File: config.mk
export PLATFORM = sky130hd
export DESIGN_NAME = mem_decode_flat
export DESIGN_NICKNAME = d
export VERILOG_FILES = /design/src/verilog/lsu_types_pkg.sv /design/src/verilog/rv_isa_pkg.sv /design/src/verilog/lsu_ifs.sv /design/src/verilog/mem_decode.sv /design/src/flat_wrapper.sv
export VERILOG_INCLUDE_DIRS = /design/src /design/src/verilog
export SDC_FILE = /design/constraint.sdc
export NUM_CORES = 1
export LEC_CHECK = 0
export ABC_AREA = 1
export ABC_CLOCK_PERIOD_IN_PS = 1800
export BUFFER_PORTS_ARGS = -buffer_cell sky130_fd_sc_hd__buf_2
export CAP_MARGIN = 20
export CORE_MARGIN = 2
export CORE_UTILIZATION = 45
export DETAILED_ROUTE_END_ITERATION = 16
export GPL_TIMING_DRIVEN = 1
export HOLD_SLACK_MARGIN = 0.12
export PLACE_DENSITY = 0.83
export SYNTH_ARGS = -nofsm -noshare
export SYNTH_HDL_FRONTEND = slang
export SYNTH_SLANG_ARGS = --single-unit
File: constraint.sdc
create_clock -name clk -period 1.8 [get_ports clk]
set_clock_uncertainty 0.05 [all_clocks]
set_input_delay 0.18 -clock clk [delete_from_list [all_inputs] [get_ports clk]]
set_output_delay 0.18 -clock clk [all_outputs]
set_load 0.005 [all_outputs]
File: src/verilog/lsu_config.svh
`ifndef LSU_CONFIG_SVH
`define LSU_CONFIG_SVH

// integer register file size
`define LSU_REG_COUNT 32

// data ram depth in words, as log2
`define LSU_RAM_WORDS_LOG2 8

// edges from instruction sample to write-back or fault
`define LSU_LATENCY 3

`endif

File: src/verilog/lsu_types_pkg.sv
`include "lsu_config.svh"

package lsu_types_pkg;

    // data word and byte address
    typedef logic [31:0] word_t;
    typedef logic [31:0] addr_t;

    // architectural register number
    typedef logic [4:0] reg_idx_t;

    // one bit per byte lane of a word
    typedef logic [3:0] byte_mask_t;

    // byte offset inside a word, addr[1:0]
    typedef logic [1:0] lane_sel_t;

    // word index into the data ram
    typedef logic [`LSU_RAM_WORDS_LOG2-1:0] ram_idx_t;

    // why an instruction took no effect
    typedef enum logic [1:0] {
        FC_NONE,
        FC_ILLEGAL,
        FC_MISALIGNED
    } fault_cause_e;

endpackage

File: src/verilog/rv_isa_pkg.sv
package rv_isa_pkg;

    // major opcode field, inst[6:0]
    typedef logic [6:0] opcode_t;

    // width select field, inst[14:12]
    typedef logic [2:0] funct3_t;

    localparam opcode_t OPC_LOAD  = 7'b0000011;
    localparam opcode_t OPC_STORE = 7'b0100011;

    // funct3 encodings shared by loads and stores
    localparam funct3_t F3_B  = 3'b000;
    localparam funct3_t F3_H  = 3'b001;
    localparam funct3_t F3_W  = 3'b010;
    localparam funct3_t F3_BU = 3'b100;
    localparam funct3_t F3_HU = 3'b101;

    // decoded memory operation
    typedef enum logic [3:0] {
        MOP_NONE,
        MOP_LB,
        MOP_LBU,
        MOP_LH,
        MOP_LHU,
        MOP_LW,
        MOP_SB,
        MOP_SH,
        MOP_SW
    } mem_op_e;

    function automatic logic op_is_load(mem_op_e op);
        return op inside {MOP_LB, MOP_LBU, MOP_LH, MOP_LHU, MOP_LW};
    endfunction

    function automatic logic op_is_store(mem_op_e op);
        return op inside {MOP_SB, MOP_SH, MOP_SW};
    endfunction

endpackage

File: src/verilog/lsu_ifs.sv
`timescale 1ns/1ps

// decoded instruction, decode to execute
interface mem_op_if import rv_isa_pkg::*, lsu_types_pkg::*; ();
    logic     valid;
    mem_op_e  op;
    reg_idx_t rd;
    reg_idx_t rs1;
    reg_idx_t rs2;
    word_t    imm;
    logic     illegal;

    modport producer (output valid, op, rd, rs1, rs2, imm, illegal);
    modport consumer (input valid, op, rd, rs1, rs2, imm, illegal);
endinterface


File: src/verilog/mem_decode.sv
`timescale 1ns/1ps

module mem_decode import rv_isa_pkg::*, lsu_types_pkg::*; (
    input  logic       clk,
    input  logic       rst,
    input  logic       inst_valid,
    input  word_t      inst,
    mem_op_if.producer op_out
);

    opcode_t opcode;
    funct3_t funct3;
    mem_op_e op_d;
    word_t   imm_i;
    word_t   imm_s;

    // instruction fields
    assign opcode = inst[6:0];
    assign funct3 = inst[14:12];

    // i-type immediate for loads
    assign imm_i = {{20{inst[31]}}, inst[31:20]};
    // s-type immediate for stores, split field
    assign imm_s = {{20{inst[31]}}, inst[31:25], inst[11:7]};

    always_comb begin
        op_d = MOP_NONE;
        case (opcode)
            OPC_LOAD: begin
                case (funct3)
                    F3_B:    op_d = MOP_LB;
                    F3_H:    op_d = MOP_LH;
                    F3_W:    op_d = MOP_LW;
                    F3_BU:   op_d = MOP_LBU;
                    F3_HU:   op_d = MOP_LHU;
                    default: op_d = MOP_NONE;
                endcase
            end
            OPC_STORE: begin
                // no unsigned forms for stores
                case (funct3)
                    F3_B:    op_d = MOP_SB;
                    F3_H:    op_d = MOP_SH;
                    F3_W:    op_d = MOP_SW;
                    default: op_d = MOP_NONE;
                endcase
            end
            default: op_d = MOP_NONE;
        endcase
    end

    // strobe
    always_ff @(posedge clk) begin
        if (rst) begin
            op_out.valid <= 1'b0;
        end else begin
            op_out.valid <= inst_valid;
        end
    end

    // fields held alongside valid
    always_ff @(posedge clk) begin
        if (inst_valid) begin
            op_out.op      <= op_d;
            op_out.illegal <= (op_d == MOP_NONE);
            op_out.rs1     <= inst[19:15];
            op_out.rs2     <= inst[24:20];
            // stores have no destination
            op_out.rd      <= op_is_store(op_d) ? reg_idx_t'(0) : inst[11:7];
            op_out.imm     <= op_is_store(op_d) ? imm_s : imm_i;
        end
    end

    // a legal instruction always carries a memory op
    a_legal_has_op: assert property (@(posedge clk) disable iff (rst)
        op_out.valid && !op_out.illegal |-> op_out.op != MOP_NONE);

endmodule

File: src/flat_wrapper.sv
// flat-port wrapper written by rule: the top's interface ports become plain ports
module mem_decode_flat import rv_isa_pkg::*, lsu_types_pkg::*;
  (clk, rst, inst_valid, inst, op_out_valid, op_out_op, op_out_rd, op_out_rs1, op_out_rs2, op_out_imm, op_out_illegal);
  mem_op_if op_out_i ();
  input  logic clk;
  input  logic rst;
  input  logic inst_valid;
  input  word_t inst;
  output wire logic [$bits(op_out_i.valid)-1:0] op_out_valid;
  output wire logic [$bits(op_out_i.op)-1:0] op_out_op;
  output wire logic [$bits(op_out_i.rd)-1:0] op_out_rd;
  output wire logic [$bits(op_out_i.rs1)-1:0] op_out_rs1;
  output wire logic [$bits(op_out_i.rs2)-1:0] op_out_rs2;
  output wire logic [$bits(op_out_i.imm)-1:0] op_out_imm;
  output wire logic [$bits(op_out_i.illegal)-1:0] op_out_illegal;
  assign op_out_valid = op_out_i.valid;
  assign op_out_op = op_out_i.op;
  assign op_out_rd = op_out_i.rd;
  assign op_out_rs1 = op_out_i.rs1;
  assign op_out_rs2 = op_out_i.rs2;
  assign op_out_imm = op_out_i.imm;
  assign op_out_illegal = op_out_i.illegal;
  mem_decode u_core (.clk(clk), .rst(rst), .inst_valid(inst_valid), .inst(inst), .op_out(op_out_i));
endmodule
==> impl_results.md <==
* Status: finished clean
* GRT Util Overall at 0.158
* Crit path capture type: output pin
* Vias in the first global route at 937
* Via count at 1,148
* Final max-slew violation count at 0
* Drt first pass iters at 4
* Post-Syn Instances at 121
* Post-layout net count at 252
* Seq/Total Area, Yosys at 0.693
* CTS tree: done
* Ranking of synthesized cells by area: edfxtp_1 (68%), buf_4 (11%), nand2_1 (5.6%), nor2_1 (4.5%), inv_1 (4.0%)
* Crit path launch type: flop
* DPL Wire Length at 1950 µm
* Avg WL per Cell at 10.9 µm
* Max_slew headroom at 0.534
* Post-Syn Nets at 156
* Rows at 20
* CP Max Fanout at 21
* Clock-pin slew on the worst setup and hold paths at 90 ps
* Yosys synthesis warning count at 0
* Resized cells post-CTS at 0
* Top cell type's share of synthesized area at 0.678
* Logic pwr share at 0.144
* Fmax at 735 MHz
* Period utilization at 0.756
* Setup CP Type: flop to output pin
* Final design utilization at 0.672
* Net Sw Frac at 0.217
* Worst slew pin tran at 699 ps
* Worst hold stages at 3
* Clock Sinks at 33
* P per Cell Area at 767 mW/mm²
* Setup TNS at 0 ps
* Sequential Power Share at 0.591
* Setup violators final at 0
* Commonest non-fill, non-tap cell in the layout: buf_2
* Mean post-synth cell area at 11.7 µm²
* Commonest non-fill, non-tap cells in the layout: buf_2 (87), edfxtp_1 (32), dlygate4sd3_1 (23)
* Die area at 0.00361 mm²
* CP Data Arrival Time at 1130 ps
* Core area at 0.00303 mm²
* Total gr overflow at 0
* I/O Pins at 88
* Min-delay worst type: input port to flop
* Initial antenna violation count at 0
* # diodes at 0
* Crit path depth at 1
* Post-CTS Setup Inserts at 0
* Root buffer cell: clkbuf_4
* Routed WL at 2840 µm
* Starting Density at 0.468
* Unrepaired setup endpoints after global routing: false
* Slowest stage delay, CP at 610 ps
* Area growth from synthesis to layout at 43.6%
* Total of max-cap violations at 0
* Worst EP required at 1570 ps
* Post-synth top area cell: edfxtp_1
* CP delay by family, top: flip-flops
* Slowest stage cell, crit path: edfxtp_1
* Synthesized area at 0.00142 mm²
* Die extent in y at 60.1 µm
* Final hold viol count at 0
* LEAKAGE at 1.00 nW
* Layout cells sized above 1 at 0.436
* GP Congestion at 0.715
* Switching Power at 0.338 mW
* Yosys cell types at 12
* Vias per cell at 4.38
* Worst VDD drop at 423 µV
* DRT iter0 DRCs at 13
* Final min period at 1360 ps
* Internal Pwr Total at 1.22 mW
* Critical path buffers and inverters at 1
* H-Tree Depth at 2
* Post-synthesis register bit count at 33
* First-pass GRT wire length at 3950 µm
* Clk pwr share at 0.265
* Cells along the critical path: buf_2
* Chip width at 60.1 µm
* DR DRC count at 0
* Largest net degree at the start of global routing at 34
* Routed Antenna Nets at 0
* CTS max path bufs at 2
* Port bufs at 87
* CTS Buf Count at 5
==> per-stage QoR <==
stage                     cells  hold WS, ps  power (mW)  area, µm²  worst slack, ps
after floorplan             121          201        1.03       1420              738
after global routing        262          240        1.64       2030              289
after CTS                   262          219        1.57       2030              405
after detailed placement    231          293        1.13       1750              520
final                       262          229        1.56       2030              440
after global placement      231          287        1.12       1750              569
==> sequential cells by signal, summed over array words and instances, names as in the netlist <==
| register | flops |
|---|---|
| u_core.op_out.illegal | 1 |
| u_core.op_out.op | 4 |
| u_core.op_out.rs2 | 5 |
| u_core.op_out.valid | 1 |
| u_core.op_out.rs1 | 5 |
| u_core.op_out.imm | 12 |
| u_core.op_out.rd | 5 |
==> worst min-delay path, stage by stage <==
cell     delay (ps)
buf_2           110
inv_1            50
o21ai_0         150
==> power groups by stage <==
stage / logic, mW / registers [mW] / clock network [mW]
global placement: 0.182 / 0.938 / 0
finish: 0.225 / 0.922 / 0.413
floorplan: 0.0795 / 0.951 / 0
CTS: 0.225 / 0.923 / 0.426
global route: 0.252 / 0.929 / 0.463
detailed placement: 0.187 / 0.941 / 0
==> synthesized netlist by cell type <==
master    instances
a21oi_1           1
buf_4            20
buf_6             1
dfxtp_1           1
edfxtp_1         32
inv_1            15
nand2_1          21
nand3_1           4
nor2_1           17
nor2_2            1
o21ai_0           7
o21ai_2           1
==> logic make-up (layout without fill, tap and decap cells) <==
family          Yosys count  after routing  share of synthesized area
compound gates            9              9                     0.0344
simple gates             43             43                      0.119
buf+inv                  36            133                      0.154
flops                    33             33                      0.693
==> what timing repair did <==
| item | 4_1_cts | 5_1_grt |
|---|---|---|
| setup endpoints to repair | 0 | 0 |
| hold buffers | 23 | 0 |
| hold endpoints to repair | 26 | 0 |
==> final cells by class <==
| cell class | count | area, µm² |
|---|---|---|
| Fill cell | 235 | 993 |
| Sequential cell | 33 | 981 |
| Timing Repair Buffer | 110 | 666 |
| Clock buffer | 8 | 58.8 |
| Inverter | 15 | 56.3 |
| Multi-Input combinational cell | 52 | 218 |
| Tap cell | 44 | 55.1 |
==> per-layer routing <==
layer	GRT usage	wire length, µm
met1	0.148	1040
met2	0.289	1480
met3	0.0649	269
met4	0.0794	48
met5	0	0
==> worst paths after layout <==
path                                        start                       endpoint  slack (ps)
hold / removal                           inst[12]  u_core.op_out.op[0]$_DFFE_PP_         230
setup / recovery  u_core.op_out.imm[11]$_DFFE_PP_                 op_out_imm[30]         440
Power figures use the tool's default switching activity.
