--- config.mk ---
export PLATFORM = sky130hd
export DESIGN_NAME = load_result_flat
export DESIGN_NICKNAME = d
export VERILOG_FILES = /design/src/verilog/lsu_types_pkg.sv /design/src/verilog/rv_isa_pkg.sv /design/src/verilog/lsu_ifs.sv /design/src/verilog/load_result.sv /design/src/flat_wrapper.sv
export VERILOG_INCLUDE_DIRS = /design/src /design/src/verilog
export SDC_FILE = /design/constraint.sdc
export NUM_CORES = 2
export LEC_CHECK = 0
export BUFFER_PORTS_ARGS = -buffer_cell sky130_fd_sc_hd__buf_2
export CAP_MARGIN = 20
export CORE_ASPECT_RATIO = 1.75
export CORE_MARGIN = 2
export CORE_UTILIZATION = 35
export CTS_BUF_LIST = sky130_fd_sc_hd__clkbuf_4
export DETAILED_ROUTE_END_ITERATION = 16
export PLACE_DENSITY_LB_ADDON = 0.12
export RECOVER_POWER = 25
export SLEW_MARGIN = 20
export SYNTH_ARGS = -nofsm -noshare
export SYNTH_HDL_FRONTEND = slang
export SYNTH_SLANG_ARGS = --single-unit
export TNS_END_PERCENT = 100
--- constraint.sdc ---
create_clock -name clk -period 12.45 [get_ports clk]
set_input_delay 3.735 -clock clk [delete_from_list [all_inputs] [get_ports clk]]
set_output_delay 3.735 -clock clk [all_outputs]
set_load 0.005 [all_outputs]
--- src/verilog/lsu_config.svh ---
`ifndef LSU_CONFIG_SVH
`define LSU_CONFIG_SVH

// integer register file size
`define LSU_REG_COUNT 32

// data ram depth in words, as log2
`define LSU_RAM_WORDS_LOG2 8

// edges from instruction sample to write-back or fault
`define LSU_LATENCY 3

`endif

--- src/verilog/lsu_types_pkg.sv ---
`include "lsu_config.svh"

package lsu_types_pkg;

    // data word and byte address
    typedef logic [31:0] word_t;
    typedef logic [31:0] addr_t;

    // architectural register number
    typedef logic [4:0] reg_idx_t;

    // one bit per byte lane of a word
    typedef logic [3:0] byte_mask_t;

    // byte offset inside a word, addr[1:0]
    typedef logic [1:0] lane_sel_t;

    // word index into the data ram
    typedef logic [`LSU_RAM_WORDS_LOG2-1:0] ram_idx_t;

    // why an instruction took no effect
    typedef enum logic [1:0] {
        FC_NONE,
        FC_ILLEGAL,
        FC_MISALIGNED
    } fault_cause_e;

endpackage

--- src/verilog/rv_isa_pkg.sv ---
package rv_isa_pkg;

    // major opcode field, inst[6:0]
    typedef logic [6:0] opcode_t;

    // width select field, inst[14:12]
    typedef logic [2:0] funct3_t;

    localparam opcode_t OPC_LOAD  = 7'b0000011;
    localparam opcode_t OPC_STORE = 7'b0100011;

    // funct3 encodings shared by loads and stores
    localparam funct3_t F3_B  = 3'b000;
    localparam funct3_t F3_H  = 3'b001;
    localparam funct3_t F3_W  = 3'b010;
    localparam funct3_t F3_BU = 3'b100;
    localparam funct3_t F3_HU = 3'b101;

    // decoded memory operation
    typedef enum logic [3:0] {
        MOP_NONE,
        MOP_LB,
        MOP_LBU,
        MOP_LH,
        MOP_LHU,
        MOP_LW,
        MOP_SB,
        MOP_SH,
        MOP_SW
    } mem_op_e;

    function automatic logic op_is_load(mem_op_e op);
        return op inside {MOP_LB, MOP_LBU, MOP_LH, MOP_LHU, MOP_LW};
    endfunction

    function automatic logic op_is_store(mem_op_e op);
        return op inside {MOP_SB, MOP_SH, MOP_SW};
    endfunction

endpackage

--- src/verilog/lsu_ifs.sv ---


// combinational register file read, two ports
interface reg_read_if import lsu_types_pkg::*; ();
    reg_idx_t rs1_idx;
    reg_idx_t rs2_idx;
    word_t    rs1_data;
    word_t    rs2_data;

    modport reader (output rs1_idx, rs2_idx, input rs1_data, rs2_data);
    modport owner (input rs1_idx, rs2_idx, output rs1_data, rs2_data);
endinterface


// side information lined up with ram read data
interface exec_to_result_if import rv_isa_pkg::*, lsu_types_pkg::*; ();
    logic         valid;
    mem_op_e      op;
    reg_idx_t     rd;
    lane_sel_t    lane;
    fault_cause_e cause;

    modport producer (output valid, op, rd, lane, cause);
    modport consumer (input valid, op, rd, lane, cause);
endinterface

--- src/verilog/load_result.sv ---
`timescale 1ns/1ps
`include "lsu_config.svh"

module load_result import rv_isa_pkg::*, lsu_types_pkg::*; (
    input  logic               clk,
    input  logic               rst,
    exec_to_result_if.consumer from_exec,
    input  word_t              rdata,
    reg_read_if.owner          regs,
    input  logic               preload_en,
    input  reg_idx_t           preload_idx,
    input  word_t              preload_data,
    output logic               wb_valid,
    output reg_idx_t           wb_rd,
    output word_t              wb_data,
    output logic               fault_valid,
    output fault_cause_e       fault_cause
);

    word_t       rf [`LSU_REG_COUNT];
    logic [7:0]  byte_sel;
    logic [15:0] half_sel;
    word_t       load_val;
    logic        wb_write;
    logic        fault_d;

    // x0 is hardwired
    assign regs.rs1_data = (regs.rs1_idx == '0) ? '0 : rf[regs.rs1_idx];
    assign regs.rs2_data = (regs.rs2_idx == '0) ? '0 : rf[regs.rs2_idx];

    // lane pick
    assign byte_sel = rdata[{from_exec.lane, 3'b000} +: 8];
    // halfword lane is aligned, so only lane[1] matters
    assign half_sel = rdata[{from_exec.lane[1], 4'b0000} +: 16];

    // sign or zero extension
    always_comb begin
        case (from_exec.op)
            MOP_LB:  load_val = {{24{byte_sel[7]}}, byte_sel};
            MOP_LBU: load_val = {24'b0, byte_sel};
            MOP_LH:  load_val = {{16{half_sel[15]}}, half_sel};
            MOP_LHU: load_val = {16'b0, half_sel};
            MOP_LW:  load_val = rdata;
            default: load_val = '0;
        endcase
    end

    assign fault_d = from_exec.valid && (from_exec.cause != FC_NONE);

    // good load with a real destination
    assign wb_write = from_exec.valid && (from_exec.cause == FC_NONE)
                      && op_is_load(from_exec.op) && (from_exec.rd != '0);

    // register file
    // preload beats write-back
    always_ff @(posedge clk) begin
        if (rst) begin
            for (int i = 0; i < `LSU_REG_COUNT; i++) begin
                rf[i] <= '0;
            end
        end else if (preload_en) begin
            if (preload_idx != '0) begin
                rf[preload_idx] <= preload_data;
            end
        end else if (wb_write) begin
            rf[from_exec.rd] <= load_val;
        end
    end

    // outcome strobes
    always_ff @(posedge clk) begin
        if (rst) begin
            wb_valid    <= 1'b0;
            fault_valid <= 1'b0;
        end else begin
            wb_valid    <= wb_write;
            fault_valid <= fault_d;
        end
    end

    // outcome payload
    always_ff @(posedge clk) begin
        wb_rd       <= from_exec.rd;
        wb_data     <= load_val;
        fault_cause <= from_exec.cause;
    end

    a_one_outcome: assert property (@(posedge clk) disable iff (rst)
        !(wb_valid && fault_valid));

endmodule

--- src/flat_wrapper.sv ---
// flat-port wrapper written by rule: the top's interface ports become plain ports
module load_result_flat import rv_isa_pkg::*, lsu_types_pkg::*;
  (clk, rst, rdata, preload_en, preload_idx, preload_data, wb_valid, wb_rd, wb_data, fault_valid, fault_cause, from_exec_valid, from_exec_op, from_exec_rd, from_exec_lane, from_exec_cause, regs_rs1_idx, regs_rs2_idx, regs_rs1_data, regs_rs2_data);
  exec_to_result_if from_exec_i ();
  reg_read_if regs_i ();
  input  logic clk;
  input  logic rst;
  input  word_t rdata;
  input  logic preload_en;
  input  reg_idx_t preload_idx;
  input  word_t preload_data;
  output logic wb_valid;
  output reg_idx_t wb_rd;
  output word_t wb_data;
  output logic fault_valid;
  output fault_cause_e fault_cause;
  input wire logic [$bits(from_exec_i.valid)-1:0] from_exec_valid;
  input wire logic [$bits(from_exec_i.op)-1:0] from_exec_op;
  input wire logic [$bits(from_exec_i.rd)-1:0] from_exec_rd;
  input wire logic [$bits(from_exec_i.lane)-1:0] from_exec_lane;
  input wire logic [$bits(from_exec_i.cause)-1:0] from_exec_cause;
  input wire logic [$bits(regs_i.rs1_idx)-1:0] regs_rs1_idx;
  input wire logic [$bits(regs_i.rs2_idx)-1:0] regs_rs2_idx;
  output wire logic [$bits(regs_i.rs1_data)-1:0] regs_rs1_data;
  output wire logic [$bits(regs_i.rs2_data)-1:0] regs_rs2_data;
  assign from_exec_i.valid = from_exec_valid;
  assign from_exec_i.op = from_exec_op;
  assign from_exec_i.rd = from_exec_rd;
  assign from_exec_i.lane = from_exec_lane;
  assign from_exec_i.cause = from_exec_cause;
  assign regs_i.rs1_idx = regs_rs1_idx;
  assign regs_i.rs2_idx = regs_rs2_idx;
  assign regs_rs1_data = regs_i.rs1_data;
  assign regs_rs2_data = regs_i.rs2_data;
  load_result u_core (.clk(clk), .rst(rst), .from_exec(from_exec_i), .rdata(rdata), .regs(regs_i), .preload_en(preload_en), .preload_idx(preload_idx), .preload_data(preload_data), .wb_valid(wb_valid), .wb_rd(wb_rd), .wb_data(wb_data), .fault_valid(fault_valid), .fault_cause(fault_cause));
endmodule
==> flow_summary.json <==
{
  "status": "finished with violations",
  "violations": "capacitance limit, slew limit",
  "portBuffers": 200,
  "final.period_utilization": 0.9162,
  "grt_first_pass_wirelength_microns": 283600,
  "ant_nets": 0,
  "grt_max_degree": 79,
  "cts_tree": "done",
  "numCtsBuffers": 283,
  "final_max_slew_viol_count": 545,
  "fp.dieH_microns": 524.7,
  "rows": 191,
  "grt_pass1_vias": 38560,
  "cp-end-kind": "register",
  "fp.dieW_microns": 301.6,
  "synth_cell_types": 55,
  "holdPathEnd": "u_core.fault_cause[1]$_DFF_P_",
  "overflow": 0,
  "multiInputGateArea_sq_um": 21760,
  "path_class": "in -> reg",
  "fin_crit_ns": 11.41,
  "synthTopCellsByArea": "edfxtp_1, mux4_2, nor2_1, mux2i_1, clkbuf_1",
  "dp.cells": 5727,
  "worstPathRequired_ns": 12.91,
  "drc": 0,
  "drive_above_1_share": 0.3188,
  "cp-startpoint": "rst",
  "wl_per_cell_microns": 32.56,
  "drt_iter0_markers": 2928,
  "cts_setup_buffers": 0,
  "finalHoldViolCount": 0,
  "cp_data_arrival_time_ns": 11.86,
  "holdPathStages": 1,
  "root_buffer": "clkbuf_4",
  "crit_slowest_cell": "clkbuf_1",
  "ys_ff_latch": 1065,
  "hold_start": "from_exec_cause[1]",
  "via_per_inst": 5.820,
  "synth_common_cells": "nor2_1, edfxtp_1, mux4_2",
  "synth_largest_area_cell": "edfxtp_1",
  "powerDensity_nw_per_um2": 136.2,
  "relSlewSlack": -1.833,
  "slowest_delay_ns": 2.14,
  "worstPathMaxFanout": 33,
  "num_vias": 36050,
  "final-instance-count-excl-fill": 6194,
  "fillers": 14560,
  "die_area_sq_um": 158200,
  "nNetsFinal": 4089,
  "register_area_sq_um": 31570,
  "wl_microns": 201700,
  "post-synth-top-count-cell": "nor2_1",
  "synth_flop_cell": "edfxtp_1",
  "synth_edf_count": 1024,
  "max-vdd-ir-drop_v": 0.00007566,
  "io_pins": 201,
  "crit_top_cell": "clkbuf_1",
  "min_path_type": "in -> reg",
  "clk_path_buf_depth": 4,
  "netlist_area_sq_um": 54230,
  "drv_cap": 18,
  "synthCells": 3752,
  "async_flop_share": 0,
  "start_kind": "input pin",
  "cts_resized": 0,
  "seq_area_frac_synth": 0.5821,
  "clkSlewWorstSetupHoldPaths_ns": 0.07,
  "syn_avg_cell_area_sq_um": 14.45,
  "tightest_slew_ns": 4.250,
  "crit_chain": "clkbuf_1 > or4b_1 > a2111oi_0 > clkbuf_1 > a21oi_1 > o21ai_4 > clkbuf_1 > nand2b_1 > clkbuf_1",
  "antenna_found_initial": 10,
  "htree_levels": 5,
  "gp_congestion": 0.7944,
  "synth_warnings": 0,
  "setup_viol": 0,
  "firstDrtPassIters": 5,
  "grt_setup_unrepaired": "no",
  "dp.final_hpwl_microns": 119100,
  "synth_top_area_frac": 0.5670,
  "cts.sinks": 1065,
  "initial_utilization": 0.3513,
  "syn_to_final_growth_pct": 13.37,
  "grtUsageTotal": 0.2537,
  "timing.setup.tns_ns": 0,
  "fmax_mhz": 87.67,
  "fin_util": 0.3982,
  "core_sq_um": 154400,
  "leakage_nw": 20.81,
  "postCtsHoldBufs": 0
}
## report_power, final
| group | internal (mW) | total [mW] | leakage (nW) | switching (mW) |
|---|---|---|---|---|
| Combinational | 0.454 | 1.09 | 8.73 | 0.636 |
| Clock | 1.53 | 3.06 | 2.00 | 1.54 |
| Sequential | 4.13 | 4.22 | 10.1 | 0.0958 |
| Total | 6.11 | 8.38 | 20.8 | 2.27 |
## how the worst max path moves through the flow
stage                     slack [ns]  cells past startpoint                             to
after floorplan                 2.89                      6              regs_rs1_data[10]
after global placement          1.66                      8              regs_rs1_data[10]
after detailed placement        1.69                      8              regs_rs1_data[10]
after CTS                       1.68                      8              regs_rs1_data[10]
after global routing            0.83                      9  u_core.rf[8][9]$_SDFFCE_PN0P_
final                           1.04                      9  u_core.rf[8][9]$_SDFFCE_PN0P_
## flip-flops by register name, indices dropped and copies added (netlist names)
register	count
u_core.fault_valid	1
u_core.rf	1024
u_core.wb_valid	1
u_core.wb_rd	5
u_core.wb_data	32
u_core.fault_cause	2
## cell families (layout without fill, tap and decap cells)
family,Yosys count,after routing,synth area share
muxes,713,713,0.2507
xor gates and xnor gates,1,1,0.0001615
AOI/OAI and AO/OA,351,351,0.04541
buffers and inverters,413,790,0.03112
other,1,40,0.00006915
and+or+nand+nor,1208,1208,0.09040
DFF,1065,1065,0.5821
## final cells by class
| class | count | share of cell area |
|---|---|---|
| antenna | 8 | 0.0003256 |
| clock inverter | 60 | 0.005983 |
| sequential | 1065 | 0.5135 |
| inverter | 4 | 0.0002442 |
| clock buffer | 392 | 0.04787 |
| tap | 2026 | 0.04123 |
| multi-input combinational | 2305 | 0.3539 |
| timing repair buffer | 334 | 0.03690 |
## layer usage
metal	wire, microns	part of all wire	GRT usage	vias up
li1	-	-	-	15060
met1	74980	0.37	0.2969	19080
met2	106900	0.53	0.4608	1464
met3	11910	0.059	0.04253	424
met4	7818	0.039	0.09452	12
met5	91	0.00045	0	-
## per-stage QoR
stage	area (sq um)	power, mW	hold slack, ns	setup slack [ns]
after floorplan	54350	4.922	3.763	2.891
after global placement	58140	5.377	3.874	1.661
after detailed placement	58390	5.399	3.875	1.692
after CTS	61710	8.467	2.703	1.684
after global routing	61470	8.681	2.750	0.8339
final	61480	8.376	2.794	1.044
## cell usage in the layout, fill, tap and decap left out, drive strengths merged, types with 4 or more instances in the layout
master | Yosys | layout
a211oi | 44 | 44
nor2 | 1062 | 1062
a21oi | 98 | 98
inv | 4 | 14
a221o | 9 | 9
o21ai | 70 | 70
edfxtp | 1024 | 1024
nand2b | 37 | 37
a32oi | 7 | 7
bufinv | 0 | 4
o31ai | 7 | 7
mux4 | 513 | 513
mux2 | 32 | 32
conb | 1 | 32
and3 | 5 | 5
nor2b | 48 | 48
a211o | 41 | 41
nand2 | 23 | 23
buf | 142 | 276
clkinvlp | 0 | 4
nor4 | 8 | 8
clkinv | 0 | 42
clkbuf | 267 | 450
diode | 0 | 8
nor3b | 5 | 5
dfxtp | 41 | 41
a221oi | 64 | 64
mux2i | 168 | 168
## worst max-delay path: cells and delay by family
| kind | cells | cell delay, ns |
|---|---|---|
| buf+inv | 4 | 4.20 |
| compound gates | 3 | 1.99 |
| simple gates | 2 | 1.85 |
Power figures use the tool's default switching activity.
