===== src/verilog/lsu_config.svh =====
`ifndef LSU_CONFIG_SVH
`define LSU_CONFIG_SVH

// integer register file size
`define LSU_REG_COUNT 32

// data ram depth in words, as log2
`define LSU_RAM_WORDS_LOG2 8

// edges from instruction sample to write-back or fault
`define LSU_LATENCY 3

`endif


===== src/verilog/lsu_types_pkg.sv =====
`include "lsu_config.svh"

package lsu_types_pkg;

    // data word and byte address
    typedef logic [31:0] word_t;
    typedef logic [31:0] addr_t;

    // architectural register number
    typedef logic [4:0] reg_idx_t;

    // one bit per byte lane of a word
    typedef logic [3:0] byte_mask_t;

    // byte offset inside a word, addr[1:0]
    typedef logic [1:0] lane_sel_t;

    // word index into the data ram
    typedef logic [`LSU_RAM_WORDS_LOG2-1:0] ram_idx_t;

    // why an instruction took no effect
    typedef enum logic [1:0] {
        FC_NONE,
        FC_ILLEGAL,
        FC_MISALIGNED
    } fault_cause_e;

endpackage


===== src/verilog/rv_isa_pkg.sv =====
package rv_isa_pkg;

    // major opcode field, inst[6:0]
    typedef logic [6:0] opcode_t;

    // width select field, inst[14:12]
    typedef logic [2:0] funct3_t;

    localparam opcode_t OPC_LOAD  = 7'b0000011;
    localparam opcode_t OPC_STORE = 7'b0100011;

    // funct3 encodings shared by loads and stores
    localparam funct3_t F3_B  = 3'b000;
    localparam funct3_t F3_H  = 3'b001;
    localparam funct3_t F3_W  = 3'b010;
    localparam funct3_t F3_BU = 3'b100;
    localparam funct3_t F3_HU = 3'b101;

    // decoded memory operation
    typedef enum logic [3:0] {
        MOP_NONE,
        MOP_LB,
        MOP_LBU,
        MOP_LH,
        MOP_LHU,
        MOP_LW,
        MOP_SB,
        MOP_SH,
        MOP_SW
    } mem_op_e;

    function automatic logic op_is_load(mem_op_e op);
        return op inside {MOP_LB, MOP_LBU, MOP_LH, MOP_LHU, MOP_LW};
    endfunction

    function automatic logic op_is_store(mem_op_e op);
        return op inside {MOP_SB, MOP_SH, MOP_SW};
    endfunction

endpackage


===== src/verilog/lsu_ifs.sv =====
`timescale 1ns/1ps

// decoded instruction, decode to execute
interface mem_op_if import rv_isa_pkg::*, lsu_types_pkg::*; ();
    logic     valid;
    mem_op_e  op;
    reg_idx_t rd;
    reg_idx_t rs1;
    reg_idx_t rs2;
    word_t    imm;
    logic     illegal;

    modport producer (output valid, op, rd, rs1, rs2, imm, illegal);
    modport consumer (input valid, op, rd, rs1, rs2, imm, illegal);
endinterface

// combinational register file read, two ports
interface reg_read_if import lsu_types_pkg::*; ();
    reg_idx_t rs1_idx;
    reg_idx_t rs2_idx;
    word_t    rs1_data;
    word_t    rs2_data;

    modport reader (output rs1_idx, rs2_idx, input rs1_data, rs2_data);
    modport owner (input rs1_idx, rs2_idx, output rs1_data, rs2_data);
endinterface

// data ram request
// read data comes back on a separate port one cycle later
interface ram_port_if import lsu_types_pkg::*; ();
    logic       en;
    logic       we;
    ram_idx_t   word_idx;
    byte_mask_t wmask;
    word_t      wdata;

    modport master (output en, we, word_idx, wmask, wdata);
    modport slave (input en, we, word_idx, wmask, wdata);
endinterface

// side information lined up with ram read data
interface exec_to_result_if import rv_isa_pkg::*, lsu_types_pkg::*; ();
    logic         valid;
    mem_op_e      op;
    reg_idx_t     rd;
    lane_sel_t    lane;
    fault_cause_e cause;

    modport producer (output valid, op, rd, lane, cause);
    modport consumer (input valid, op, rd, lane, cause);
endinterface


===== src/verilog/lsu_execute.sv =====
`timescale 1ns/1ps
`include "lsu_config.svh"

module lsu_execute import rv_isa_pkg::*, lsu_types_pkg::*; (
    input  logic               clk,
    input  logic               rst,
    mem_op_if.consumer         op_in,
    reg_read_if.reader         regs,
    ram_port_if.master         ram,
    exec_to_result_if.producer to_result
);

    addr_t        addr;
    lane_sel_t    lane;
    logic         misaligned;
    fault_cause_e cause_d;
    logic         access_d;
    byte_mask_t   wmask_d;
    word_t        wdata_d;

    // first stage of side information, beside the ram request
    logic         s1_valid;
    mem_op_e      s1_op;
    reg_idx_t     s1_rd;
    lane_sel_t    s1_lane;
    fault_cause_e s1_cause;

    // operand read
    assign regs.rs1_idx = op_in.rs1;
    assign regs.rs2_idx = op_in.rs2;

    // effective address
    assign addr = regs.rs1_data + op_in.imm;
    assign lane = addr[1:0];

    // natural alignment per access width
    always_comb begin
        case (op_in.op)
            MOP_LH, MOP_LHU, MOP_SH: misaligned = addr[0];
            MOP_LW, MOP_SW:          misaligned = (addr[1:0] != 2'b00);
            default:                 misaligned = 1'b0;
        endcase
    end

    // illegal wins over misaligned
    always_comb begin
        if (op_in.illegal) begin
            cause_d = FC_ILLEGAL;
        end else if (misaligned) begin
            cause_d = FC_MISALIGNED;
        end else begin
            cause_d = FC_NONE;
        end
    end

    // faulting ops never touch the ram
    assign access_d = op_in.valid && (cause_d == FC_NONE);

    // store lane steering
    assign wdata_d = regs.rs2_data << {lane, 3'b000};

    always_comb begin
        case (op_in.op)
            MOP_SB:  wmask_d = byte_mask_t'(4'b0001 << lane);
            MOP_SH:  wmask_d = byte_mask_t'(4'b0011 << lane);
            MOP_SW:  wmask_d = 4'b1111;
            // loads write nothing
            default: wmask_d = 4'b0000;
        endcase
    end

    // control flops
    always_ff @(posedge clk) begin
        if (rst) begin
            ram.en          <= 1'b0;
            ram.we          <= 1'b0;
            s1_valid        <= 1'b0;
            to_result.valid <= 1'b0;
        end else begin
            ram.en          <= access_d;
            ram.we          <= access_d && op_is_store(op_in.op);
            s1_valid        <= op_in.valid;
            to_result.valid <= s1_valid;
        end
    end

    // ram request payload
    always_ff @(posedge clk) begin
        ram.word_idx <= addr[`LSU_RAM_WORDS_LOG2+1:2];
        ram.wmask    <= wmask_d;
        ram.wdata    <= wdata_d;
    end

    // side information, two stages to meet the ram read data
    always_ff @(posedge clk) begin
        s1_op           <= op_in.op;
        s1_rd           <= op_in.rd;
        s1_lane         <= lane;
        s1_cause        <= cause_d;
        to_result.op    <= s1_op;
        to_result.rd    <= s1_rd;
        to_result.lane  <= s1_lane;
        to_result.cause <= s1_cause;
    end

    a_we_needs_en: assert property (@(posedge clk) disable iff (rst)
        ram.we |-> ram.en);

    a_write_mask: assert property (@(posedge clk) disable iff (rst)
        ram.we |-> ram.wmask != '0);

endmodule


===== src/flat_wrapper.sv =====
// flat-port wrapper written by rule: the top's interface ports become plain ports
module lsu_execute_flat import rv_isa_pkg::*, lsu_types_pkg::*;
  (clk, rst, op_in_valid, op_in_op, op_in_rd, op_in_rs1, op_in_rs2, op_in_imm, op_in_illegal, regs_rs1_idx, regs_rs2_idx, regs_rs1_data, regs_rs2_data, ram_en, ram_we, ram_word_idx, ram_wmask, ram_wdata, to_result_valid, to_result_op, to_result_rd, to_result_lane, to_result_cause);
  mem_op_if op_in_i ();
  reg_read_if regs_i ();
  ram_port_if ram_i ();
  exec_to_result_if to_result_i ();
  input  logic clk;
  input  logic rst;
  input wire logic [$bits(op_in_i.valid)-1:0] op_in_valid;
  input wire logic [$bits(op_in_i.op)-1:0] op_in_op;
  input wire logic [$bits(op_in_i.rd)-1:0] op_in_rd;
  input wire logic [$bits(op_in_i.rs1)-1:0] op_in_rs1;
  input wire logic [$bits(op_in_i.rs2)-1:0] op_in_rs2;
  input wire logic [$bits(op_in_i.imm)-1:0] op_in_imm;
  input wire logic [$bits(op_in_i.illegal)-1:0] op_in_illegal;
  output wire logic [$bits(regs_i.rs1_idx)-1:0] regs_rs1_idx;
  output wire logic [$bits(regs_i.rs2_idx)-1:0] regs_rs2_idx;
  input wire logic [$bits(regs_i.rs1_data)-1:0] regs_rs1_data;
  input wire logic [$bits(regs_i.rs2_data)-1:0] regs_rs2_data;
  output wire logic [$bits(ram_i.en)-1:0] ram_en;
  output wire logic [$bits(ram_i.we)-1:0] ram_we;
  output wire logic [$bits(ram_i.word_idx)-1:0] ram_word_idx;
  output wire logic [$bits(ram_i.wmask)-1:0] ram_wmask;
  output wire logic [$bits(ram_i.wdata)-1:0] ram_wdata;
  output wire logic [$bits(to_result_i.valid)-1:0] to_result_valid;
  output wire logic [$bits(to_result_i.op)-1:0] to_result_op;
  output wire logic [$bits(to_result_i.rd)-1:0] to_result_rd;
  output wire logic [$bits(to_result_i.lane)-1:0] to_result_lane;
  output wire logic [$bits(to_result_i.cause)-1:0] to_result_cause;
  assign op_in_i.valid = op_in_valid;
  assign op_in_i.op = op_in_op;
  assign op_in_i.rd = op_in_rd;
  assign op_in_i.rs1 = op_in_rs1;
  assign op_in_i.rs2 = op_in_rs2;
  assign op_in_i.imm = op_in_imm;
  assign op_in_i.illegal = op_in_illegal;
  assign regs_rs1_idx = regs_i.rs1_idx;
  assign regs_rs2_idx = regs_i.rs2_idx;
  assign regs_i.rs1_data = regs_rs1_data;
  assign regs_i.rs2_data = regs_rs2_data;
  assign ram_en = ram_i.en;
  assign ram_we = ram_i.we;
  assign ram_word_idx = ram_i.word_idx;
  assign ram_wmask = ram_i.wmask;
  assign ram_wdata = ram_i.wdata;
  assign to_result_valid = to_result_i.valid;
  assign to_result_op = to_result_i.op;
  assign to_result_rd = to_result_i.rd;
  assign to_result_lane = to_result_i.lane;
  assign to_result_cause = to_result_i.cause;
  lsu_execute u_core (.clk(clk), .rst(rst), .op_in(op_in_i), .regs(regs_i), .ram(ram_i), .to_result(to_result_i));
endmodule

===== config.mk =====
export PLATFORM = sky130hd
export DESIGN_NAME = lsu_execute_flat
export DESIGN_NICKNAME = d
export VERILOG_FILES = /design/src/verilog/lsu_types_pkg.sv /design/src/verilog/rv_isa_pkg.sv /design/src/verilog/lsu_ifs.sv /design/src/verilog/lsu_execute.sv /design/src/flat_wrapper.sv
export VERILOG_INCLUDE_DIRS = /design/src /design/src/verilog
export SDC_FILE = /design/constraint.sdc
export NUM_CORES = 1
export LEC_CHECK = 0
export ABC_AREA = 1
export BUFFER_PORTS_ARGS = -buffer_cell sky130_fd_sc_hd__buf_2
export CELL_PAD_IN_SITES_DETAIL_PLACEMENT = 2
export CELL_PAD_IN_SITES_GLOBAL_PLACEMENT = 2
export CORE_ASPECT_RATIO = 1.1
export CORE_MARGIN = 5
export CORE_UTILIZATION = 22
export CTS_CLUSTER_DIAMETER = 150
export DETAILED_ROUTE_END_ITERATION = 8
export PLACE_DENSITY_LB_ADDON = 0.1
export SLEW_MARGIN = 20
export SYNTH_ARGS = -nofsm -noshare
export SYNTH_HDL_FRONTEND = slang
export SYNTH_SLANG_ARGS = --single-unit

===== constraint.sdc =====
create_clock -name clk -period 3.9 [get_ports clk]
set_clock_uncertainty 0.15 [all_clocks]
set_input_delay 1.17 -clock clk [delete_from_list [all_inputs] [get_ports clk]]
set_output_delay 1.17 -clock clk [all_outputs]
set_load 0.1 [all_outputs]

==> metrics.txt, run 1 <==
outcome completed; initial drt markers just over 70; vias in the first global route about 2600; fill count ~1400; DP Worst Slack 0.567 ns; max-slew violation count 0; first-pass GRT wire length 13600 um; Synth Cell Area 2640 sq um; Synth Net Count 427; most used cell, CP inv_2; worst slew pin tran 0.567 ns; postcts setup bufs 0; WS Path Type input port to register; Worst EP required approximately 4 ns; initial antenna violation count 0; Rel. slew slack 62.2%; die area 14300 sq um; CP max-delay cell fa_1; Initial Util 22.2%; I/O Pins 189; Final GP Congestion 0.697; Power Density 698 nW/um^2; fin crit share around 74%; crit path DAT around 3.0 ns; area of the multi-input gates approximately 910 sq um; Cell Rows 42; most common cell after layout, fill and taps aside buf_2; post-cts hold buffer count 0; Seq/Total Area, Yosys between 50% and 60%; Crit Path Max Fanout 12; Mean Syn Cell Area between 8 and 9 sq um; worst setup margin around 1 ns; per-cell routed wire length 14.8 um; Detail Route Antenna Nets 0; DRC 0; Final Routed Wirelength 8590 um; Leak approximately 1.9 nW; CTS Sinks 74; Port Buffers 124; H-Tree Depth 3; CP Launch Type input port; total global-route track usage 12.4%; fin area 3640 sq um; Unique masters post-synth 29; vias 2383; RSZ-0062 raised after global routing false; pin count of the biggest net entering global routing 18; area grow syn2layout 37.8%; Final Critical Period between 2 and 3 ns; worst-path cell chain buf_2 > ha_1 > inv_1 > fa_1 > inv_2 > nor2_8 > inv_2 > nand2_1 > nand3_2 > nor2_2; Yosys Warn Count 0; DR pass1 iterations 3; antenna cells 0; total grt overflow 0; most frequent cells in the layout buf_2 (124), dfxtp_1 (74), nand2_1 (60); Fmax around 0.35 GHz; Root Buffer clkbuf_16; endpoints failing setup 0; CTS Buffer Depth 2; Resize count post-CTS 0; fraction of layout cells with a size suffix above 1 35.3%; cells after synthesis 298; register cell area after layout 1480 sq um; setup_tns 0 ns; CORE AREA 11900 sq um; max-capacitance violation count 0; Die Y 125 um; VDD IR max ~240 uV; final hold vios 0; average vias per placed instance slightly above 4; DPL Wire Length roughly 6700 um; Final Core Density 30.5%; final hold slack 0.173 ns; CTS tree yes; Seq cells post-synth 74; hold crit path type register to register; Setup crit end kind register; Critical Path Max Stage Delay 0.71 ns; CTS buffer count 9; die span in x 114 um; nets@finish 549; Worst-path clk slew 0.06 ns; dpl cell area 3370 sq um; Worst-Skew Late Latency 0.33 ns
-- synthesized netlist by cell type --
| cell type | number | area (sq um) |
|---|---|---|
| o21ai_0 | 21 | 105 |
| ha_1 | 9 | 113 |
| xnor2_1 | 1 | 8.76 |
| buf_4 | 11 | 82.6 |
| dfxtp_1 | 74 | 1480 |
| o22ai_2 | 1 | 12.5 |
| fa_1 | 1 | 20.0 |
| nand3_1 | 12 | 60.1 |
| o21ai_2 | 2 | 17.5 |
| nor2_8 | 1 | 20.0 |
| a22oi_1 | 6 | 45.0 |
| buf_2 | 2 | 10.0 |
| nand2_1 | 60 | 225 |
| inv_1 | 32 | 120 |
| nand4_1 | 1 | 6.26 |
| clkbuf_1 | 1 | 3.75 |
| nor2_2 | 1 | 6.26 |
| a21oi_1 | 7 | 35.0 |
| nor3_1 | 1 | 5.00 |
| o22ai_1 | 7 | 43.8 |
| nor2_1 | 33 | 124 |
| o21a_1 | 1 | 7.51 |
| buf_6 | 1 | 11.3 |
| buf_1 | 1 | 3.75 |
| clkinv_1 | 1 | 3.75 |
| xor2_1 | 4 | 35.0 |
| o211ai_1 | 2 | 15.0 |
| inv_2 | 3 | 11.3 |
| nand3_2 | 1 | 10.0 |
-- metal layers --
metal | global-route usage, % | vias up | wire length (um) | part of all wire [%]
li1 | - | 1186 | - | -
met2 | 20.6 | 73 | 4180 | 49
met4 | 4.89 | 0 | 146 | 1.7
met1 | 14.4 | 1110 | 3600 | 42
met5 | 0 | - | 0 | 0
met3 | 4.74 | 14 | 662 | 7.7
-- final timing paths --
path | from | endpoint | slack [ns] | cells after the start
max | regs_rs1_data[0] | u_core.ram.we | 1.00 | 10
min | u_core.s1_cause[0] | u_core.to_result.cause[0] | 0.17 | 0
max reg2reg | u_core.s1_valid | u_core.to_result.valid | 3.28 | 2
min reg2reg | u_core.s1_cause[0] | u_core.to_result.cause[0] | 0.17 | 0
-- metrics by stage --
stage	instances	total power, mW
6_report	579	2.54
5_1_grt	579	2.67
4_1_cts	579	2.59
3_5_place_dp	563	1.81
3_3_place_gp	563	1.80
2_1_floorplan	298	1.67
-- area by class of cell --
class / count / area share (%)
Timing Repair Buffer: 127 / 17.7
Clock inverter: 4 / 0.756
Sequential cell: 74 / 40.7
Tap cell: 154 / 5.29
Clock buffer: 12 / 6.77
Inverter: 36 / 3.71
Multi-Input combinational cell: 172 / 25.1
-- sequential cells by signal (all words and copies together) (netlist names), 2 cells and up --
register	count
u_core.ram.wmask	4
u_core.s1_rd	5
u_core.to_result.lane	2
u_core.to_result.op	4
u_core.to_result.cause	2
u_core.s1_cause	2
u_core.ram.wdata	32
u_core.to_result.rd	5
u_core.s1_lane	2
u_core.s1_op	4
u_core.ram.word_idx	8
-- cells by family (layout without fill, tap and decap cells) --
kind of cell | after synthesis | after routing | share of synthesized area, %
adders and majority gates | 10 | 10 | 5.02
DFF | 74 | 74 | 56.1
and+or+nand+nor | 110 | 110 | 17.3
xor gates and xnor gates | 5 | 5 | 1.66
buffers and inverters | 52 | 179 | 9.33
AOI/OAI and AO/OA | 47 | 47 | 10.7
-- where the power goes --
| part | switching (mW) | internal [mW] |
|---|---|---|
| combinational | 0.766 | 0.142 |
| sequential | 0.0208 | 0.846 |
| clock | 0.319 | 0.447 |
-- worst max-delay path: cells and delay by family --
family	cells	cell delay [ns]
adders and majority gates	2	0.90
buffers and inverters	4	0.45
and+or+nand+nor	4	0.51
No activity file was read; power rests on OpenSTA's default activity.
==> run 2: changes to the inputs <==
Settings changed: CORE_UTILIZATION 22 to 19.
Clock period 3.9 ns to 2.36 ns, I/O delays scaled along.
==> run 2 against run 1 <==
Compared with the run above:
- combinational power rose by 70%
- non-clock buffer count grew 9
- design area increased by 4.9%
- wire length increased by 3.3%
- sequential power grew 65%
- register-to-register slack lost 1.5 ns
- sequential share of layout area fell by 1.9 points
- critical path type unchanged
- largest power group unchanged
==> metrics.txt, run 2 (synthesized netlist as in run 1, its figures left out) <==
VDD IR max 346 uV (+44%); pin count of the biggest net entering global routing 29 (+11); worst setup margin 0.267 ns (-0.735 ns); outcome completed; max-capacitance violation count 0 (unchanged); hold_sp u_core.s1_op[3]; DPL Wire Length 7060 um (+4.7%); H-Tree Depth 3 (unchanged); average vias per placed instance 3.95 (-4.1%); CTS Sinks 74 (unchanged); endpoints failing setup 0 (unchanged); crit path DAT 2.16 ns (-0.87 ns); Worst-path clk slew 0.06 ns (about the same); nets@finish 558 (+1.6%); Cell Rows 45 (+7.1%); post-route insts no fill 623 (+7.6%); Largest Register u_core.ram.wdata; max reg flops 32 (unchanged); Initial Util 19.2% (-2.9 points); Worst EP required 2.43 ns (-1.60 ns); DP Worst Slack -0.130 ns (-0.697 ns); Hold Path Sink u_core.to_result.op[3]; vias in the first global route 2673 (+2.1%); RR Startpoint u_core.s1_valid; Leak 1.97 nW (+4.4%); register cell area after layout 1480 sq um (unchanged); Worst-Skew Late Latency 0.34 ns (about the same); max-slew violation count 0 (unchanged); Final GP Congestion 0.719 (+3.0%); post-cts hold buffer count 0 (unchanged); I/O Pins 189 (unchanged); CP max-delay cell fa_1; area of the multi-input gates 915 sq um (unchanged); CTS tree yes; die area 16400 sq um (+14%); first-pass GRT wire length 13700 um (+0.86%); Detail Route Antenna Nets 0 (unchanged); Fmax around 0.48 GHz; Power Density 1150 nW/um^2 (+65%); Root Buffer clkbuf_16; Final Core Density 27.8% (-2.7 points); Placed Cells 606 (+7.6%); most frequent cells in the layout buf_2 (124), dfxtp_1 (74), nand2_1 (60); hold path cells 0 (unchanged); final hold vios 0 (unchanged); DRC 0 (unchanged); Port Buffers 124 (unchanged); CP Launch Type input port; area grow syn2layout 44.6%; Crit Path Max Fanout 8 (-4); fill count 1644 (+19%); worst slew pin tran 0.508 ns (-0.0590 ns); per-cell routed wire length 14.2 um (-4.0%); RSZ-0062 raised after global routing false; fraction of layout cells with a size suffix above 1 37.1% (+1.8 points); DR pass1 iterations 4 (+1); Final Critical Period 2.09 ns; total grt overflow 0 (unchanged); Setup crit end kind register; Rel. slew slack 66.4% (+4.2 points); crit path launch regs_rs1_data[0]; die span in x 122 um (+6.9%); postcts setup bufs 0 (unchanged); R2R cell count 2 (unchanged); fin crit share 88.7%; WS Path Type input port to register; CTS Buffer Depth 2 (unchanged); Critical Path Max Stage Delay 0.50 ns (-0.21 ns); reg2reg end u_core.to_result.valid; initial antenna violation count 3 (+3); most common cell after layout, fill and taps aside buf_2; vias 2458 (+3.1%); worst-path cell chain buf_2 > ha_1 > inv_1 > fa_1 > inv_2 > nor2_8 > buf_12 > a22oi_1 > o21ai_0; CORE AREA 13700 sq um (+15%); Die Y 134 um (+7.0%); CTS buffer count 9 (unchanged); flop-to-flop setup slack 1.74 ns (-1.54 ns); Resize count post-CTS 0 (unchanged); initial drt markers 92 (+30%); biggest regs u_core.ram.wdata x32, u_core.ram.word_idx x8; total global-route track usage 11.2% (-1.2 points); Final Routed Wirelength 8870 um (+3.3%); hold crit path type register to register
==> run 2: how the worst max path moves through the flow <==
stage | cells after the start | end | slack [ns]
after CTS | 9 | u_core.ram.wdata[24] | 0.24
after global placement | 9 | u_core.ram.wdata[25] | -0.09
after global routing | 10 | u_core.ram.wmask[2] | 0.11
after floorplan | 9 | u_core.ram.wdata[26] | 0.06
after detailed placement | 9 | u_core.ram.wdata[24] | -0.13
final | 9 | u_core.ram.wdata[24] | 0.27
==> run 2: area by class of cell <==
type | instances | area share, %
repair buffers | 136 | 19.3
well taps | 188 | 6.16
diodes | 1 | 0.0655
clock inverters | 4 | 1.28
multi-input cells | 172 | 23.9
clock buffers | 12 | 6.98
flip-flops and latches | 74 | 38.8
inverters | 36 | 3.54
==> run 2: through the flow <==
step / hold slack, ns / total power [mW] / instance area, sq um / setup TNS (ns)
global route: 0.182 / 4.62 / 3820 / 0
global placement: 0.160 / 3.02 / 3500 / -1.30
detailed placement: 0.165 / 3.03 / 3500 / -2.40
CTS: 0.179 / 4.51 / 3820 / 0
finish: 0.175 / 4.41 / 3820 / 0
floorplan: 0.160 / 2.76 / 2640 / 0
==> run 2: worst max-delay path: cells and delay by family <==
| family | cells | cell delay, ns |
|---|---|---|
| buffers and inverters | 4 | 0.45 |
| adder cells (fa/ha/maj) | 2 | 0.70 |
| AO/OA/AOI/OAI | 2 | 0.25 |
| AND/OR/NAND/NOR | 1 | 0.05 |
==> run 2: layer usage <==
layer,up-vias,part of all wire [%],track usage [%]
met1,1156,41,12.2
met3,17,6.8,3.44
met5,-,0.16,0
li1,1206,-,-
met2,75,50,19.4
met4,4,2.1,5.97
==> run 2: report_power, final <==
part	internal [mW]	leakage [nW]	switching, mW
sequential	1.40	0.619	0.0353
clock	0.903	0.159	0.533
combinational	0.267	1.20	1.27
total	2.57	1.97	1.84
==> run 3: changes to the inputs <==
Settings changed: CORE_UTILIZATION 19 to 21.
Clock period 2.36 ns to 2.2 ns, I/O delays scaled along.
==> run 3 against run 2 <==
Compared with the run above:
- die area down 8.8%
- first-iteration DRC count is 52% lower
- design area fell by 1.5%
- global-route usage is 0.61 points higher
- clock-buffer cell count shrank 2
- setup slack worse by 0.070 ns
- largest power group unchanged
==> metrics.txt, run 3 (synthesized netlist as in run 1, its figures left out) <==
first-pass GRT wire length 13500 um (-1.7%); endpoints failing setup 0 (unchanged); Crit Path Max Fanout 6 (-2); antenna cells 0 (-1); Largest Register u_core.ram.wdata; Final Critical Period approximately 2.0 ns; CTS Buffer Depth 2 (unchanged); fin crit share between 90% and 100%; postcts setup bufs 0 (unchanged); Fmax 0.499 GHz; fin area 3760 sq um (-1.5%); initial antenna violation count 0 (-3); Port Buffers 124 (unchanged); most frequent cells in the layout buf_2 (124), dfxtp_1 (74), nand2_1 (60); DPL Wire Length 7200 um (+2.1%); Root Buffer clkbuf_16; RSZ-0062 raised after global routing false; most used cell, CP inv_2; Rel. slew slack 66.3% (-0.099 points); pin count of the biggest net entering global routing 17 (-41%); DR pass1 iterations 4 (unchanged); Worst EP required 2.32 ns (-0.11 ns); nets@finish 559 (+0.18%); Power Density 1220 nW/um^2 (+5.8%); die area 14900 sq um (-8.8%); CTS tree yes; Worst-Skew Late Latency 0.33 ns (about the same); final hold vios 0 (unchanged); worst setup margin 0.197 ns (-0.0702 ns); CP max-delay cell fa_2; most common cell after layout, fill and taps aside buf_2; fraction of layout cells with a size suffix above 1 37.9% (+0.83 points); DP Worst Slack -0.167 ns (-0.0372 ns); per-cell routed wire length 14.8 um (+3.7%); die span in x 117 um (-4.5%); area grow syn2layout 42.4%; H-Tree Depth 3 (unchanged); Final Routed Wirelength 8740 um (-1.4%); CTS Sinks 74 (unchanged); Cell Rows 43 (-4.4%); vias in the first global route 2664 (-0.34%); Final Core Density 30.2% (+2.3 points); max reg flops 32 (unchanged); VDD IR max 507 uV (+47%); dpl cell area 3480 sq um (-0.75%); Worst-path clk slew 0.06 ns (about the same); I/O Pins 189 (unchanged); CORE AREA 12500 sq um (-9.1%); CTS buffer count 9 (unchanged); Die Y 128 um (-4.5%); max-capacitance violation count 0 (unchanged); total grt overflow 0 (unchanged); worst-path cell chain buf_2 > ha_4 > inv_2 > fa_2 > inv_4 > nor2_8 > inv_2 > nand2_1 > nand3_2 > nor2_2; vias 2405 (-2.2%); Leak 1.95 nW (-1.4%); total global-route track usage 11.8% (+0.61 points); Detail Route Antenna Nets 0 (unchanged); post-cts hold buffer count 0 (unchanged); CP Launch Type input port; worst slew pin tran 0.509 ns (+0.00150 ns); setup_tns 0 ns (unchanged); max-slew violation count 0 (unchanged); fill count 1458 (-11%); Initial Util 21.2% (+1.9 points); average vias per placed instance 4.06 (+3.0%); crit path DAT 2.13 ns (-0.03 ns); Critical Path Max Stage Delay 0.61 ns (+0.11 ns); Resize count post-CTS 0 (unchanged); hold crit path type register to register; biggest regs u_core.ram.wdata x32, u_core.ram.word_idx x8; WS Path Type input port to register; Final GP Congestion 0.724 (+0.72%); outcome completed; initial drt markers 44 (-52%); DRC 0 (unchanged); Setup crit end kind register
run 3: changes by cell type in the layout (fill, tap and decap cells not counted), moves of 2 or more:
cell / previous run / this run
clkinv_2: 2 / 0
clkbuf_8: 3 / 1
clkinvlp_4: 0 / 3
inv_6: 0 / 2
buf_4: 10 / 12
run 3: cell type report:
cell class,count,area (sq um),area share (%)
repair buffers,137,731,19.4
multi-input cells,172,930,24.7
flip-flops and latches,74,1480,39.4
clock inverters,6,48.8,1.30
inverters,36,138,3.66
well taps,157,196,5.22
clock buffers,10,239,6.35
run 3: worst paths after layout:
check,startpoint,to,slack [ns],cells after the start
min reg2reg,u_core.s1_lane[0],u_core.to_result.lane[0],0.18,0
min,u_core.s1_lane[0],u_core.to_result.lane[0],0.18,0
max reg2reg,u_core.s1_valid,u_core.to_result.valid,1.57,2
max,regs_rs1_data[0],u_core.ram.we,0.20,10
run 3: power by group:
group | total [mW] | switching, mW | leakage (nW) | internal (mW)
combinational | 1.65 | 1.36 | 1.20 | 0.290
sequential | 1.54 | 0.0390 | 0.619 | 1.50
clock | 1.41 | 0.602 | 0.132 | 0.804
total | 4.60 | 2.00 | 1.95 | 2.59
run 3: metal layers:
metal,global-route usage (%),vias up,part of all wire [%]
li1,-,1201,-
met2,20.4,82,50
met5,0,-,0
met3,3.82,6,8.3
met1,13.5,1116,40
met4,4.45,0,0.76
run 3: critical path, delay by kind of cell:
family,cells,cell delay (ns)
fa+ha+maj,2,0.75
simple gates,4,0.41
buf+inv,4,0.30
run 3: per-stage QoR:
| stage | hold WS [ns] | cells | power (mW) |
|---|---|---|---|
| final | 0.177 | 592 | 4.60 |
| after global routing | 0.179 | 592 | 4.81 |
| after CTS | 0.176 | 592 | 4.68 |
| after detailed placement | 0.163 | 576 | 3.25 |
| after global placement | 0.160 | 576 | 3.23 |
| after floorplan | 0.160 | 298 | 2.96 |
